<file path="src/csr_pkg.sv">
`default_nettype none

package csr_pkg;

    typedef logic [31:0] xlen_t;
    typedef logic [11:0] csr_addr_t;
    typedef logic [4:0]  reg_idx_t;

    // Encodings follow funct3[1:0] of the CSR instructions.
    typedef enum logic [1:0] {
        csr_op_rw = 2'b01,
        csr_op_rs = 2'b10,
        csr_op_rc = 2'b11
    } csr_op_e;

    localparam logic [6:0] opcode_system = 7'b1110011;

    // User-level counters, read-only.
    localparam csr_addr_t csr_addr_cycle    = 12'hC00;
    localparam csr_addr_t csr_addr_time     = 12'hC01;
    localparam csr_addr_t csr_addr_instret  = 12'hC02;
    localparam csr_addr_t csr_addr_cycleh   = 12'hC80;
    localparam csr_addr_t csr_addr_timeh    = 12'hC81;
    localparam csr_addr_t csr_addr_instreth = 12'hC82;

    // Machine identification, read-only.
    localparam csr_addr_t csr_addr_mvendorid = 12'hF11;
    localparam csr_addr_t csr_addr_marchid   = 12'hF12;
    localparam csr_addr_t csr_addr_mimpid    = 12'hF13;
    localparam csr_addr_t csr_addr_mhartid   = 12'hF14;

    localparam csr_addr_t csr_addr_mscratch = 12'h340; // Machine read/write.

endpackage

`default_nettype wire

</file>
<file path="src/csr_req_if.sv">
`timescale 1ns/1ps
`default_nettype none

interface csr_req_if
    import csr_pkg::*;
    ();

    logic      valid;
    logic      ready;
    csr_addr_t addr;
    csr_op_e   op;
    xlen_t     operand; // rs1 value or zero-extended immediate.
    logic      writes;
    reg_idx_t  rd;
    logic      illegal;

    modport source (
        output valid, addr, op, operand, writes, rd, illegal,
        input  ready
    );

    modport sink (
        input  valid, addr, op, operand, writes, rd, illegal,
        output ready
    );

endinterface

`default_nettype wire

</file>
<file path="src/csr_decoder.sv">
`timescale 1ns/1ps
`default_nettype none

module csr_decoder
    import csr_pkg::*;
(
    input  wire logic  clk,
    input  wire logic  rst,
    input  wire logic  instr_valid,
    output logic       instr_ready,
    input  wire xlen_t instr,
    input  wire xlen_t rs1_value,
    csr_req_if.source  req
);

    logic [6:0] opcode;
    logic [2:0] funct3;
    reg_idx_t   src_field;
    logic       is_csr;
    csr_op_e    op_dec;
    xlen_t      operand_dec;
    logic       accept;

    assign opcode    = instr[6:0];
    assign funct3    = instr[14:12];
    assign src_field = instr[19:15];

    // funct3 0 and 4 are ECALL/EBREAK and friends, not CSR accesses.
    assign is_csr = (opcode == opcode_system) && (funct3[1:0] != 2'b00);

    always_comb begin
        case (funct3[1:0])
            2'b10:   op_dec = csr_op_rs;
            2'b11:   op_dec = csr_op_rc;
            default: op_dec = csr_op_rw;
        endcase
    end

    assign operand_dec = funct3[2] ? xlen_t'(src_field) : rs1_value;

    assign instr_ready = !req.valid || req.ready;
    assign accept      = instr_valid && instr_ready;

    always_ff @(posedge clk) begin
        if (rst) begin
            req.valid <= 1'b0;
        end else if (accept) begin
            req.valid <= 1'b1;
        end else if (req.ready) begin
            req.valid <= 1'b0;
        end
    end

    always_ff @(posedge clk) begin
        if (accept) begin
            req.addr    <= instr[31:20];
            req.op      <= op_dec;
            req.operand <= operand_dec;
            req.writes  <= is_csr && (op_dec == csr_op_rw || src_field != '0);
            req.rd      <= instr[11:7];
            req.illegal <= !is_csr;
        end
    end

    // A stalled request keeps its payload until the FIFO takes it.
    a_req_stable: assert property (@(posedge clk) disable iff (rst)
        req.valid && !req.ready |=> req.valid &&
            $stable({req.addr, req.op, req.operand, req.writes, req.rd, req.illegal}))
        else $error("csr_decoder: request payload changed under back-pressure");

endmodule

`default_nettype wire

</file>
<file path="src/csr_req_fifo.sv">
`timescale 1ns/1ps
`default_nettype none

module csr_req_fifo
    import csr_pkg::*;
#(
    parameter int unsigned fifo_depth = 4
) (
    input  wire logic clk,
    input  wire logic rst,
    csr_req_if.sink   in,
    csr_req_if.source out
);

    localparam int ptr_w   = (fifo_depth > 1) ? $clog2(fifo_depth) : 1;
    localparam int count_w = $clog2(fifo_depth + 1);

    csr_addr_t addr_mem    [fifo_depth];
    csr_op_e   op_mem      [fifo_depth];
    xlen_t     operand_mem [fifo_depth];
    logic      writes_mem  [fifo_depth];
    reg_idx_t  rd_mem      [fifo_depth];
    logic      illegal_mem [fifo_depth];

    logic [ptr_w-1:0]   wr_ptr;
    logic [ptr_w-1:0]   rd_ptr;
    logic [count_w-1:0] count;
    logic               push;
    logic               pop;

    assign in.ready  = (count != count_w'(fifo_depth));
    assign out.valid = (count != '0);

    assign push = in.valid && in.ready;
    assign pop  = out.valid && out.ready;

    // Head entry straight from storage, so a write shows up one cycle later.
    assign out.addr    = addr_mem[rd_ptr];
    assign out.op      = op_mem[rd_ptr];
    assign out.operand = operand_mem[rd_ptr];
    assign out.writes  = writes_mem[rd_ptr];
    assign out.rd      = rd_mem[rd_ptr];
    assign out.illegal = illegal_mem[rd_ptr];

    always_ff @(posedge clk) begin
        if (push) begin
            addr_mem[wr_ptr]    <= in.addr;
            op_mem[wr_ptr]      <= in.op;
            operand_mem[wr_ptr] <= in.operand;
            writes_mem[wr_ptr]  <= in.writes;
            rd_mem[wr_ptr]      <= in.rd;
            illegal_mem[wr_ptr] <= in.illegal;
        end
    end

    always_ff @(posedge clk) begin
        if (rst) begin
            wr_ptr <= '0;
            rd_ptr <= '0;
            count  <= '0;
        end else begin
            if (push) begin
                wr_ptr <= (wr_ptr == ptr_w'(fifo_depth - 1)) ? '0 : wr_ptr + 1'b1;
            end
            if (pop) begin
                rd_ptr <= (rd_ptr == ptr_w'(fifo_depth - 1)) ? '0 : rd_ptr + 1'b1;
            end
            case ({push, pop})
                2'b10:   count <= count + 1'b1;
                2'b01:   count <= count - 1'b1;
                default: count <= count;
            endcase
        end
    end

    // A full buffer has its write pointer wrapped onto the read pointer.
    a_no_push_full: assert property (@(posedge clk) disable iff (rst)
        (count <= count_w'(fifo_depth)) &&
            ((count != count_w'(fifo_depth)) || (wr_ptr == rd_ptr)))
        else $error("csr_req_fifo: push while full");

    a_no_pop_empty: assert property (@(posedge clk) disable iff (rst)
        (count == '0) |-> (wr_ptr == rd_ptr))
        else $error("csr_req_fifo: pop while empty");

endmodule

`default_nettype wire

</file>
<file path="src/rv32_csrs.sv">
`timescale 1ns/1ps
`default_nettype none

module rv32_csrs
    import csr_pkg::*;
#(
    parameter xlen_t hart_id = '0
) (
    input  wire logic     clk,
    input  wire logic     rst,
    csr_req_if.sink       req,
    input  wire logic     instr_retired,
    output logic          rsp_valid,
    input  wire logic     rsp_ready,
    output reg_idx_t      rsp_rd,
    output xlen_t         rsp_value,
    output logic          rsp_illegal
);

    logic [63:0] cycle_q;
    logic [63:0] instret_q;
    xlen_t       mscratch_q;

    xlen_t read_value;
    xlen_t write_value;
    logic  known;
    logic  read_only;
    logic  illegal;
    logic  accept;

    always_comb begin
        known = 1'b1;
        case (req.addr)
            csr_addr_cycle,
            csr_addr_time:      read_value = cycle_q[31:0];
            csr_addr_cycleh,
            csr_addr_timeh:     read_value = cycle_q[63:32];
            csr_addr_instret:   read_value = instret_q[31:0];
            csr_addr_instreth:  read_value = instret_q[63:32];
            csr_addr_mvendorid,
            csr_addr_marchid,
            csr_addr_mimpid:    read_value = '0;
            csr_addr_mhartid:   read_value = hart_id;
            csr_addr_mscratch:  read_value = mscratch_q;
            default: begin
                read_value = '0;
                known      = 1'b0;
            end
        endcase
    end

    always_comb begin
        case (req.op)
            csr_op_rs: write_value = read_value | req.operand;
            csr_op_rc: write_value = read_value & ~req.operand;
            default:   write_value = req.operand;
        endcase
    end

    assign read_only = (req.addr[11:10] == 2'b11);
    assign illegal   = req.illegal || !known || (req.writes && read_only);

    assign req.ready = !rsp_valid || rsp_ready;
    assign accept    = req.valid && req.ready;

    always_ff @(posedge clk) begin
        if (rst) begin
            cycle_q   <= '0;
            instret_q <= '0;
        end else begin
            cycle_q   <= cycle_q + 64'd1;
            instret_q <= instret_q + 64'(instr_retired);
        end
    end

    always_ff @(posedge clk) begin
        if (rst) begin
            mscratch_q <= '0;
        end else if (accept && !illegal && req.writes && req.addr == csr_addr_mscratch) begin
            mscratch_q <= write_value;
        end
    end

    always_ff @(posedge clk) begin
        if (rst) begin
            rsp_valid <= 1'b0;
        end else if (accept) begin
            rsp_valid <= 1'b1;
        end else if (rsp_ready) begin
            rsp_valid <= 1'b0;
        end
    end

    always_ff @(posedge clk) begin
        if (accept) begin
            rsp_rd      <= req.rd;
            rsp_value   <= illegal ? '0 : read_value; // Old value of the CSR.
            rsp_illegal <= illegal;
        end
    end

    a_rsp_stable: assert property (@(posedge clk) disable iff (rst)
        rsp_valid && !rsp_ready |=> rsp_valid &&
            $stable({rsp_rd, rsp_value, rsp_illegal}))
        else $error("rv32_csrs: response changed while stalled");

endmodule

`default_nettype wire

</file>
<file path="src/csr_top.sv">
`timescale 1ns/1ps
`default_nettype none

module csr_top
    import csr_pkg::*;
#(
    parameter int unsigned fifo_depth = 4,
    parameter xlen_t       hart_id    = '0
) (
    input  wire logic     clk,
    input  wire logic     rst,

    input  wire logic     instr_valid,
    output logic          instr_ready,
    input  wire xlen_t    instr,
    input  wire xlen_t    rs1_value,

    input  wire logic     instr_retired, // From writeback.

    output logic          rsp_valid,
    input  wire logic     rsp_ready,
    output reg_idx_t      rsp_rd,
    output xlen_t         rsp_value,
    output logic          rsp_illegal
);

    csr_req_if dec_req ();
    csr_req_if csr_req ();

    csr_decoder u_decoder (
        .clk         (clk),
        .rst         (rst),
        .instr_valid (instr_valid),
        .instr_ready (instr_ready),
        .instr       (instr),
        .rs1_value   (rs1_value),
        .req         (dec_req.source)
    );

    csr_req_fifo #(
        .fifo_depth (fifo_depth)
    ) u_fifo (
        .clk (clk),
        .rst (rst),
        .in  (dec_req.sink),
        .out (csr_req.source)
    );

    rv32_csrs #(
        .hart_id (hart_id)
    ) u_csrs (
        .clk           (clk),
        .rst           (rst),
        .req           (csr_req.sink),
        .instr_retired (instr_retired),
        .rsp_valid     (rsp_valid),
        .rsp_ready     (rsp_ready),
        .rsp_rd        (rsp_rd),
        .rsp_value     (rsp_value),
        .rsp_illegal   (rsp_illegal)
    );

endmodule

`default_nettype wire

</file>
<file path="config.mk">
export PLATFORM = sky130hd
export DESIGN_NAME = csr_top
export DESIGN_NICKNAME = d
export VERILOG_FILES = /design/src/csr_pkg.sv /design/src/csr_req_if.sv /design/src/csr_decoder.sv /design/src/csr_req_fifo.sv /design/src/rv32_csrs.sv /design/src/csr_top.sv
export SDC_FILE = /design/constraint.sdc
export NUM_CORES = 1
export LEC_CHECK = 0
export ABC_CLOCK_PERIOD_IN_PS = 4500
export BUFFER_PORTS_ARGS = -buffer_cell sky130_fd_sc_hd__buf_2
export CAP_MARGIN = 20
export CORE_ASPECT_RATIO = 0.75
export CORE_UTILIZATION = 60
export CTS_BUF_LIST = sky130_fd_sc_hd__clkbuf_8
export DETAILED_ROUTE_END_ITERATION = 8
export HOLD_SLACK_MARGIN = 0.1
export PLACE_DENSITY_LB_ADDON = 0.3
export SETUP_SLACK_MARGIN = 0.4
export SLEW_MARGIN = 15
export SYNTH_ARGS = -nofsm -noshare
export SYNTH_HDL_FRONTEND = slang
export SYNTH_SLANG_ARGS = --single-unit
</file>
<file path="constraint.sdc">
create_clock -name clk -period 4.5 [get_ports clk]
set_input_delay 0.45 -clock clk [delete_from_list [all_inputs] [get_ports clk]]
set_output_delay 0.45 -clock clk [all_outputs]
set_load 0.02 [all_outputs]
</file>
After elaboration in Yosys (flattened, before gate mapping)
Memories as Yosys holds them, arrays and structs flattened. A register that Yosys moved wholly into a read port is not among the register bits.
Cells that the tools add are included.
Widths: inputs -> output; s select.
- bits in registers: 255
- memory bits (writable): 212
- input bits: 69
- memories kept: 6
- memory list (name ; depth ; bits a word ; rd ports ; clocked after Yosys merged registers in ; write ports ; line ; RTL):
    u_fifo.operand_mem ; 4 ; 32 ; 1 ; 1 ; 1 ; csr_req_fifo.sv:20 ; xlen_t operand_mem [fifo_depth];
    u_fifo.addr_mem ; 4 ; 12 ; 1 ; 1 ; 1 ; csr_req_fifo.sv:18 ; csr_addr_t addr_mem [fifo_depth];
    u_fifo.rd_mem ; 4 ; 5 ; 1 ; 1 ; 1 ; csr_req_fifo.sv:22 ; reg_idx_t rd_mem [fifo_depth];
    u_fifo.op_mem ; 4 ; 2 ; 1 ; 1 ; 1 ; csr_req_fifo.sv:19 ; csr_op_e op_mem [fifo_depth];
    u_fifo.illegal_mem ; 4 ; 1 ; 1 ; 1 ; 1 ; csr_req_fifo.sv:23 ; logic illegal_mem [fifo_depth];
    u_fifo.writes_mem ; 4 ; 1 ; 1 ; 1 ; 1 ; csr_req_fifo.sv:21 ; logic writes_mem [fifo_depth];
- $add $sub $neg: 6
- equal/unequal tests: 23
- multiplexer cells: 24
- bitwise logic cells: 3
- reductions and logical operators: 28
- operators by type and width (cell ; count):
    $pmux 32 s5 ; 1
    $eq 12x12->1 const B ; 10
    $add 64x1->64 ; 1
    $add 64x1->64 const B ; 1
    $pmux 32 s2 ; 1
    $and 32x32->32 ; 1
    $not 32->32 ; 1
    $or 32x32->32 ; 1
    $mux 2 ; 12
    $eq 2x2->1 const B ; 8
    $eq 12x10->1 const B ; 1
    $reduce_or 11->1 ; 1
    $logic_and 1x1->1 ; 9
    $reduce_bool 2->1 ; 4
    $eq 7x7->1 const B ; 1
    $mux 1 ; 7
    $pmux 3 s2 ; 1
    $logic_not 1->1 ; 5
    $logic_or 1x1->1 ; 5
    $mux 5 ; 1
    $reduce_bool 5->1 ; 1
    $add 2x1->2 const B ; 2
    $eq 2x1->1 const B ; 2
    $pmux 2 s2 ; 1
    5 further kinds ; 6

Depth between registers and ports, before layout
Gate-level depths: netlist (run 1).
- depth after elaboration: 10
- depth in mapped cells: 10
- gate-level depth less buffers: 10

Modules after synthesis
A second synthesis (run 1) with hierarchy kept.
- cell total of the unflattened synthesis: 1734
- area total of the unflattened synthesis: 21179.1 µm²
- by module, submodules not included (module ; times used ; cells each ; area an instance (µm²) ; sequential area each (µm²)):
    rv32_csrs ; 1 ; 1304 ; 11110.7 ; 4364.2
    csr_req_fifo ; 1 ; 329 ; 8124.0 ; 6546.3
    csr_decoder ; 1 ; 101 ; 1944.4 ; 1611.5

Least setup slack after synthesis (run 1)
OpenSTA, ideal clock, no wires.
- path kind: input to register
- from: input port rsp_ready
- to: register u_fifo.count[2]
- library setup time: 70 ps
- arrival time: 4001 ps
- required time: 4430 ps
- setup slack: 428 ps
- stages on the path: 8
- buffers on the path: 0
- cell sequence: inv_1 -> a21oi_1 -> ha_1 -> inv_1 -> fa_1 -> xor2_1 -> or3_1 -> a21oi_1
- longest elaborated chain between the ends: 4
- RTL lines (item ; line ; RTL):
    start, declared ; csr_top.sv:21 ; input wire logic rsp_ready,
    $logic_or 1x1->1 * ; rv32_csrs.sv:63 ; assign req.ready = !rsp_valid || rsp_ready;
    $logic_and 1x1->1 * ; - ;
    named net u_csrs.accept ; rv32_csrs.sv:29 ; logic accept;
    $eq 2x1->1 / $eq 2x2->1 (equally long branches) ; csr_req_fifo.sv:68 ; case ({push, pop})
    $pmux 3 s2 / $reduce_bool 2->1 (equally long branches) ; - ;
    end signal, assigned ; csr_req_fifo.sv:69 ; 2'b10: count <= count + 1'b1;
    end signal, assigned ; csr_req_fifo.sv:70 ; 2'b01: count <= count - 1'b1;
    end signal, assigned ; csr_req_fifo.sv:71 ; default: count <= count;
    end, declared ; csr_req_fifo.sv:27 ; logic [count_w-1:0] count;
The timed path passes the listed nets; every way through them passes the cells marked *.
A chain may end at the register's enable or synchronous reset.

==> out/metrics.cfg, run 1 <==
[yosys]
ys.flop_type = edfxtp_1
synth_nets = 1512
syn_area_per_cell_um2 = 13.49
synthArstFlopShare_pct = 0
yosys.area.top_type = edfxtp_1
synth_cell_types = 47
yosysTopAreaCellShare_pct = 47.08
synthTopCellsByCount = edfxtp_1, dfxtp_1, nor2_1, xor2_1, a22o_1
ys_top_cells_by_area = edfxtp_1, dfxtp_1, mux4_2
synth.most_common_cell = edfxtp_1
yosysWarningCount = 0
ys_ff_latch = 474
synth_area_mm2 = 0.01932
yosysSeqAreaShare_pct = 64.80
syn-instance-count = 1433
synth_edf_count = 303

[run_status]
status = finished with violations
violations = design-rule violations

[final_layout]
drive_gt1_share_pct = 18.57
final_util_pct = 69.44
nNetsFinal = 1656
synthToLayoutAreaGrowth_pct = 13.05
n_antenna_cell = 0
fillerInstances = 2126

[drt]
vias_per_cell = 6.205
vias = 12646
drtPass1Iterations = 9
route.detailed.wl_per_inst_um = 20.89
detail-route-antenna-nets = 0
wl_um = 42580
drc = 3
drtIter0Drc = 1479

[floorplanning]
start_util_pct = 61.43
coreArea_mm2 = 0.03146
ios = 109
die_x_um = 209.2
die_y_um = 157.4
rows = 56
die_area_mm2 = 0.03294

[critical_path]
critPathMaxFanout = 40
max_stage_delay_ns = 0.67
slowest_stage = dfxtp_4
critPathBufInv = 2
critPathTopFamily = simple AND/OR/NAND/NOR gates
crit_type = flip-flop to flip-flop
cp.required_ns = 4.98
worstSetupStartpointType = flip-flop
cp-end-kind = flip-flop
crit_chain = mux4_2 > or4_1 > nor4_4 > buf_4 > a21oi_1 > buf_4 > o21bai_1 > a22o_1
crit_arrival_ns = 4.08
path_common_cell = buf_4

[clock_tree]
ctsRootBufferMaster = clkbuf_8
cts_buffers = 70
insertion_delay_ns = 0.60
cts_resized = 0
htreeDepth = 3
cts_tree = yes
cts_sinks = 474
clkTransAtPathRegs_ns = 0.06
clockBufferDepth = 3

[worst_hold_path]
hp-class = primary input to flip-flop

[sta]
final_hold_viol_count = 0
worst_pin_slew_ns = 1.091
setup_viol = 0
fin_crit_ns = 3.596
rsz0062_at_grt = false
maxSlewHeadroom_pct = 26.71
drv_slew = 0
fin_worst_skew_ns = 0.02231
fmax_ghz = 0.2781
min_period_over_period_pct = 79.92
totalNegativeSetupSlack_ns = 0

[pwr]
ir_drop_uv = 294.8
p_leak_uw = 0.007492
powerDensity_mw_per_mm2 = 468.3

[grt]
grt_pass1_vias = 12088
grt_pass1_wl_um = 67140
grt_max_degree = 86
antenna_found_initial = 0
gr-total-overflow = 0
grt_use_total_pct = 26.71

[run]
drv_cap = 0

[placement]
port_buffers = 108
place_congestion = 0.8834
hpwl_um = 28020

## cell families (layout without fill, tap and decap cells)
kind of cell | Yosys count | after routing | synth area share, %
adders and majority gates | 10 | 10 | 0.6863
muxes | 65 | 65 | 6.779
buffers and inverters | 92 | 291 | 1.852
DFF | 474 | 474 | 64.80
xor gates and xnor gates | 111 | 111 | 5.031
AOI/OAI and AO/OA | 211 | 211 | 8.495
and+or+nand+nor | 470 | 470 | 12.36
## cells in the final DEF (no fill, tap or decap), drive strengths merged, types with 23 or more instances in the layout
cell type,count
a21oi,28
a222oi,29
a22o,86
and3,25
buf,134
clkbuf,75
dfxtp,171
edfxtp,303
inv,49
mux4,52
nand2,47
nand3,53
nand4,50
nor2,163
nor2b,31
o21bai,31
xnor2,23
xor2,88
## state kept, by name, summed over array words and instances (netlist names), 2 cells and up, named ones only
| register | count |
|---|---|
| u_fifo.count | 3 |
| u_fifo.illegal_mem | 4 |
| u_csrs.rsp_rd | 5 |
| u_fifo.addr_mem | 48 |
| u_csrs.cycle_q | 64 |
| u_fifo.rd_ptr | 2 |
| u_csrs.rsp_value | 32 |
| u_decoder.req.addr | 12 |
| u_fifo.rd_mem | 20 |
| u_fifo.wr_ptr | 2 |
| u_csrs.mscratch_q | 32 |
| u_csrs.instret_q | 64 |
| u_decoder.req.op | 2 |
| u_decoder.req.operand | 32 |
| u_fifo.writes_mem | 4 |
| u_fifo.op_mem | 8 |
| u_decoder.req.rd | 5 |
| u_fifo.operand_mem | 128 |
## through the flow
| step | hold slack [ns] | cells | instance area, um^2 | setup WS [ns] | total power [uW] |
|---|---|---|---|---|---|
| final | 0.1390 | 2038 | 21850 | 0.9038 | 10230 |
| after global routing | 0.1120 | 2038 | 21850 | 0.6326 | 10650 |
| after CTS | 0.1056 | 2035 | 21780 | 0.8899 | 10290 |
| after detailed placement | 0.4748 | 1891 | 20330 | 0.9072 | 7128 |
| after global placement | 0.4568 | 1891 | 20330 | 0.9430 | 7076 |
| after floorplan | 0.4255 | 1433 | 19320 | 0.4283 | 6529 |
## routing by layer
layer | wire length, um | track usage (%) | vias up
met5 | 0 | 0 | -
met2 | 19320 | 40.10 | 574
met1 | 18630 | 39.52 | 6240
met3 | 3916 | 5.148 | 53
li1 | - | - | 5779
met4 | 715 | 8.543 | 0
## layout make-up
cell class,count,area [um^2],share of cell area [%]
flip-flops and latches,474,12530,57.34
multi-input cells,867,6529,29.88
clock buffers,75,1032,4.725
repair buffers,151,953.4,4.364
well taps,406,508.0,2.325
clock inverters,52,249.0,1.140
inverters,13,48.80,0.2234
## report_power, final
group	internal (uW)	total [uW]	leakage, uW	switching (uW)
Sequential	5050	5280	0.00420	236
Combinational	644	1770	0.00252	1120
Clock	1600	3180	0.000775	1580
Total	7300	10200	0.00749	2930
## path summary, 6_finish.rpt
| check | from | end | slack (ns) | depth (start not counted) |
|---|---|---|---|---|
| worst max-delay path | flip-flop | u_csrs.mscratch_q[29]$_SDFFE_PP0P_ | 0.90 | 8 |
| worst min-delay path | instr[13] | u_decoder.req.op[1]$_DFFE_PP_ | 0.14 | 1 |
| worst max register to register | flip-flop | u_csrs.mscratch_q[29]$_SDFFE_PP0P_ | 0.90 | 8 |
| worst min register to register | u_csrs.mscratch_q[26]$_SDFFE_PP0P_ | u_csrs.mscratch_q[26]$_SDFFE_PP0P_ | 0.49 | 1 |
## timing repair
| action | in CTS | in global routing |
|---|---|---|
| endpoints found under the hold margin | 17 | 0 |
| setup buffers | 0 | 0 |
| hold buffers | 17 | 0 |
No activity file was read; power rests on OpenSTA's default activity.
==> inputs of run 2 (changes only) <==
ABC_CLOCK_PERIOD_IN_PS = 3400   (was 4500)
clock period = 3.4 ns   (was 4.5 ns; I/O delays follow)
==> run 2 against run 1 <==
Compared with the run above:
- the flow now finishes without violations
- setup slack worse by 0.44 ns
- register-to-register slack worse by 0.44 ns
- first-iteration DRC count shrank 5.1%
- die area stayed put
- utilization increased by 2.1 points
- clock-buffer cell count unchanged
- clock skew increased by 0.0050 ns
- clock power is 31% higher
- hold slack improved by 0.0013 ns
- critical path type unchanged
- critical endpoint unchanged
- largest power group unchanged
- highest routed layer unchanged
==> out/metrics.cfg, run 2 (synthesis gave the netlist of run 1 again) <==
[final_layout]
fillerInstances = 2056  ; was 2126
largest_register = u_fifo.operand_mem  ; unchanged
largest_register_ffs = 128  ; unchanged
n_antenna_cell = 0  ; unchanged
final_area_mm2 = 0.02249  ; was 0.02185 mm^2
final_common_cell = edfxtp_1  ; unchanged
largest_registers = u_fifo.operand_mem: 128 flops, u_csrs.cycle_q: 64 flops, u_csrs.instret_q: 64 flops  ; unchanged
drive_gt1_share_pct = 19.53  ; was 18.57%
nNetsFinal = 1721  ; was 1656
final_cell_mix = edfxtp_1, dfxtp_1, nor2_1, buf_2, xor2_1  ; unchanged
synthToLayoutAreaGrowth_pct = 16.39  ; was 13.05%

[worst_hold_path]
hold_path_end = u_decoder.req.operand[3]$_DFFE_PP_  ; was u_decoder.req.op[1]$_DFFE_PP_
hold_start = instr[18]  ; was instr[13]
hold_depth = 2  ; was 1
hp-class = primary input to flip-flop  ; unchanged

[sta]
fin_crit_ns = 2.931  ; was 3.596 ns
min_period_over_period_pct = 86.21  ; was 79.92%
rsz0062_at_grt = false  ; unchanged
fmax_ghz = 0.3412  ; was 0.2781 GHz
drv_slew = 0  ; unchanged
maxSlewHeadroom_pct = 26.45  ; was 26.71%
fin_worst_skew_ns = 0.02726  ; was 0.02231 ns
worst_pin_slew_ns = 1.093  ; was 1.091 ns
totalNegativeSetupSlack_ns = 0  ; unchanged
setup_viol = 0  ; unchanged
final_hold_viol_count = 0  ; unchanged

[grt]
grt_pass1_wl_um = 69790  ; was 67140 um
grtUsageMet2_pct = 44.30  ; was 40.10%
top_usage_layer = met2  ; unchanged
grtUsageMet3_pct = 5.507  ; was 5.148%
grt_max_degree = 54  ; was 86
antenna_found_initial = 0  ; unchanged
grt_pass1_vias = 12839  ; was 12088
grt_use_total_pct = 27.78  ; was 26.71%
gr-usage-met1_pct = 38.47  ; was 39.52%
gr-total-overflow = 0  ; unchanged

[clock_tree]
clockBufferDepth = 3  ; unchanged
cts_buffers = 69  ; was 70
ctsRootBufferMaster = clkbuf_8  ; unchanged
cts_tree = yes  ; unchanged
htreeDepth = 3  ; unchanged
cts_sinks = 474  ; unchanged
insertion_delay_ns = 0.60  ; about the same
clkTransAtPathRegs_ns = 0.07  ; was 0.06 ns

[drt]
vias_per_cell = 6.211  ; was 6.205
drc = 0  ; was 3
detail-route-antenna-nets = 0  ; unchanged
vias = 13050  ; was 12646
drtIter0Drc = 1403  ; was 1479
route.detailed.wl_per_inst_um = 21.58  ; was 20.89 um
drtPass1Iterations = 9  ; unchanged
wl_um = 45330  ; was 42580 um

[floorplanning]
die_y_um = 157.4  ; unchanged
die_area_mm2 = 0.03294  ; unchanged
ios = 109  ; unchanged
start_util_pct = 61.43  ; unchanged
coreArea_mm2 = 0.03146  ; unchanged
rows = 56  ; unchanged
die_x_um = 209.2  ; unchanged

[placement]
hpwl_um = 28820  ; was 28020 um
port_buffers = 108  ; unchanged
placed_cell_area_mm2 = 0.02053  ; was 0.02033 mm^2
place_congestion = 0.9331  ; was 0.8834

[pwr]
ir_drop_uv = 499.1  ; was 294.8 uV
powerDensity_mw_per_mm2 = 612.6  ; was 468.3 mW/mm^2
p_leak_uw = 0.007759  ; was 0.007492 uW

[critical_path]
crit_arrival_ns = 3.47  ; was 4.08 ns
crit_type = flip-flop to flip-flop  ; unchanged
reg2regPathDepth = 9  ; was 8
reg2reg_to = u_csrs.mscratch_q[29]$_SDFFE_PP0P_  ; unchanged
cp-end-kind = flip-flop  ; unchanged
critPathMaxFanout = 16  ; was 40
cp.required_ns = 3.94  ; was 4.98 ns
reg2reg_slack_ns = 0.47  ; was 0.90 ns
worstSetupStartpointType = flip-flop  ; unchanged

[run]
drv_cap = 0  ; unchanged

[run_status]
status = finished clean  ; was finished with violations

==> run 2: through the flow <==
| step | hold WS [ns] | power, uW | utilization [%] | std cells | setup slack (ns) |
|---|---|---|---|---|---|
| floorplan | 0.4255 | 8633 | - | 1433 | 0.3132 |
| global placement | 0.4686 | 9518 | 65.27 | 1908 | 0.3099 |
| detailed placement | 0.4735 | 9600 | 65.27 | 1908 | 0.2339 |
| CTS | 0.1142 | 13800 | 71.28 | 2097 | 0.4171 |
| global route | 0.1231 | 14310 | 71.50 | 2101 | 0.3781 |
| finish | 0.1404 | 13780 | 71.50 | 2101 | 0.4687 |
==> run 2: timing repair <==
item	in CTS	in global routing
hold buffers	59	0
gates resized for setup	3	11
setup endpoints to repair	62	48
pin swaps	1	6
hold endpoints to repair	55	0
setup buffers	6	4
==> run 2: layout make-up <==
class,count,area (um^2),area share (%)
clock buffers,75,1032,4.589
clock inverters,49,210.2,0.9345
inverters,13,48.80,0.2169
multi-input cells,867,6535,29.05
flip-flops and latches,474,12530,55.69
well taps,406,508.0,2.258
repair buffers,217,1632,7.254
==> run 2: report_power, final <==
| part | internal (uW) | total (uW) | switching (uW) |
|---|---|---|---|
| sequential | 6690 | 6970 | 283 |
| clock | 2040 | 4160 | 2120 |
| combinational | 1010 | 2650 | 1640 |
==> run 2: how the worst max path moves through the flow <==
stage | to | slack, ns | cells past startpoint
2_1_floorplan | u_fifo.count[2]$_SDFFE_PP0P_ | 0.31 | 7
3_3_place_gp | u_csrs.rsp_illegal$_DFFE_PP_ | 0.31 | 6
3_5_place_dp | u_csrs.mscratch_q[2]$_SDFFE_PP0P_ | 0.23 | 7
4_1_cts | u_csrs.mscratch_q[2]$_SDFFE_PP0P_ | 0.42 | 9
5_1_grt | u_csrs.mscratch_q[10]$_SDFFE_PP0P_ | 0.38 | 9
6_report | u_csrs.mscratch_q[29]$_SDFFE_PP0P_ | 0.47 | 9
==> run 2: critical path, stage by stage (launching register included) <==
cell,delay (ns)
dfxtp_4,0.41
buf_4,0.13
mux4_2,0.55
or4_4,0.57
nor4_4,0.14
buf_4,0.17
or3b_4,0.40
buf_6,0.17
o21bai_1,0.15
a22o_1,0.17
==> run 2: metal layers <==
layer | wire [um] | part of all wire (%) | vias up
met5 | 0 | 0 | -
met4 | 995 | 2.2 | 0
met3 | 3772 | 8.3 | 84
met2 | 21600 | 48 | 594
met1 | 18970 | 42 | 6472
li1 | - | - | 5900
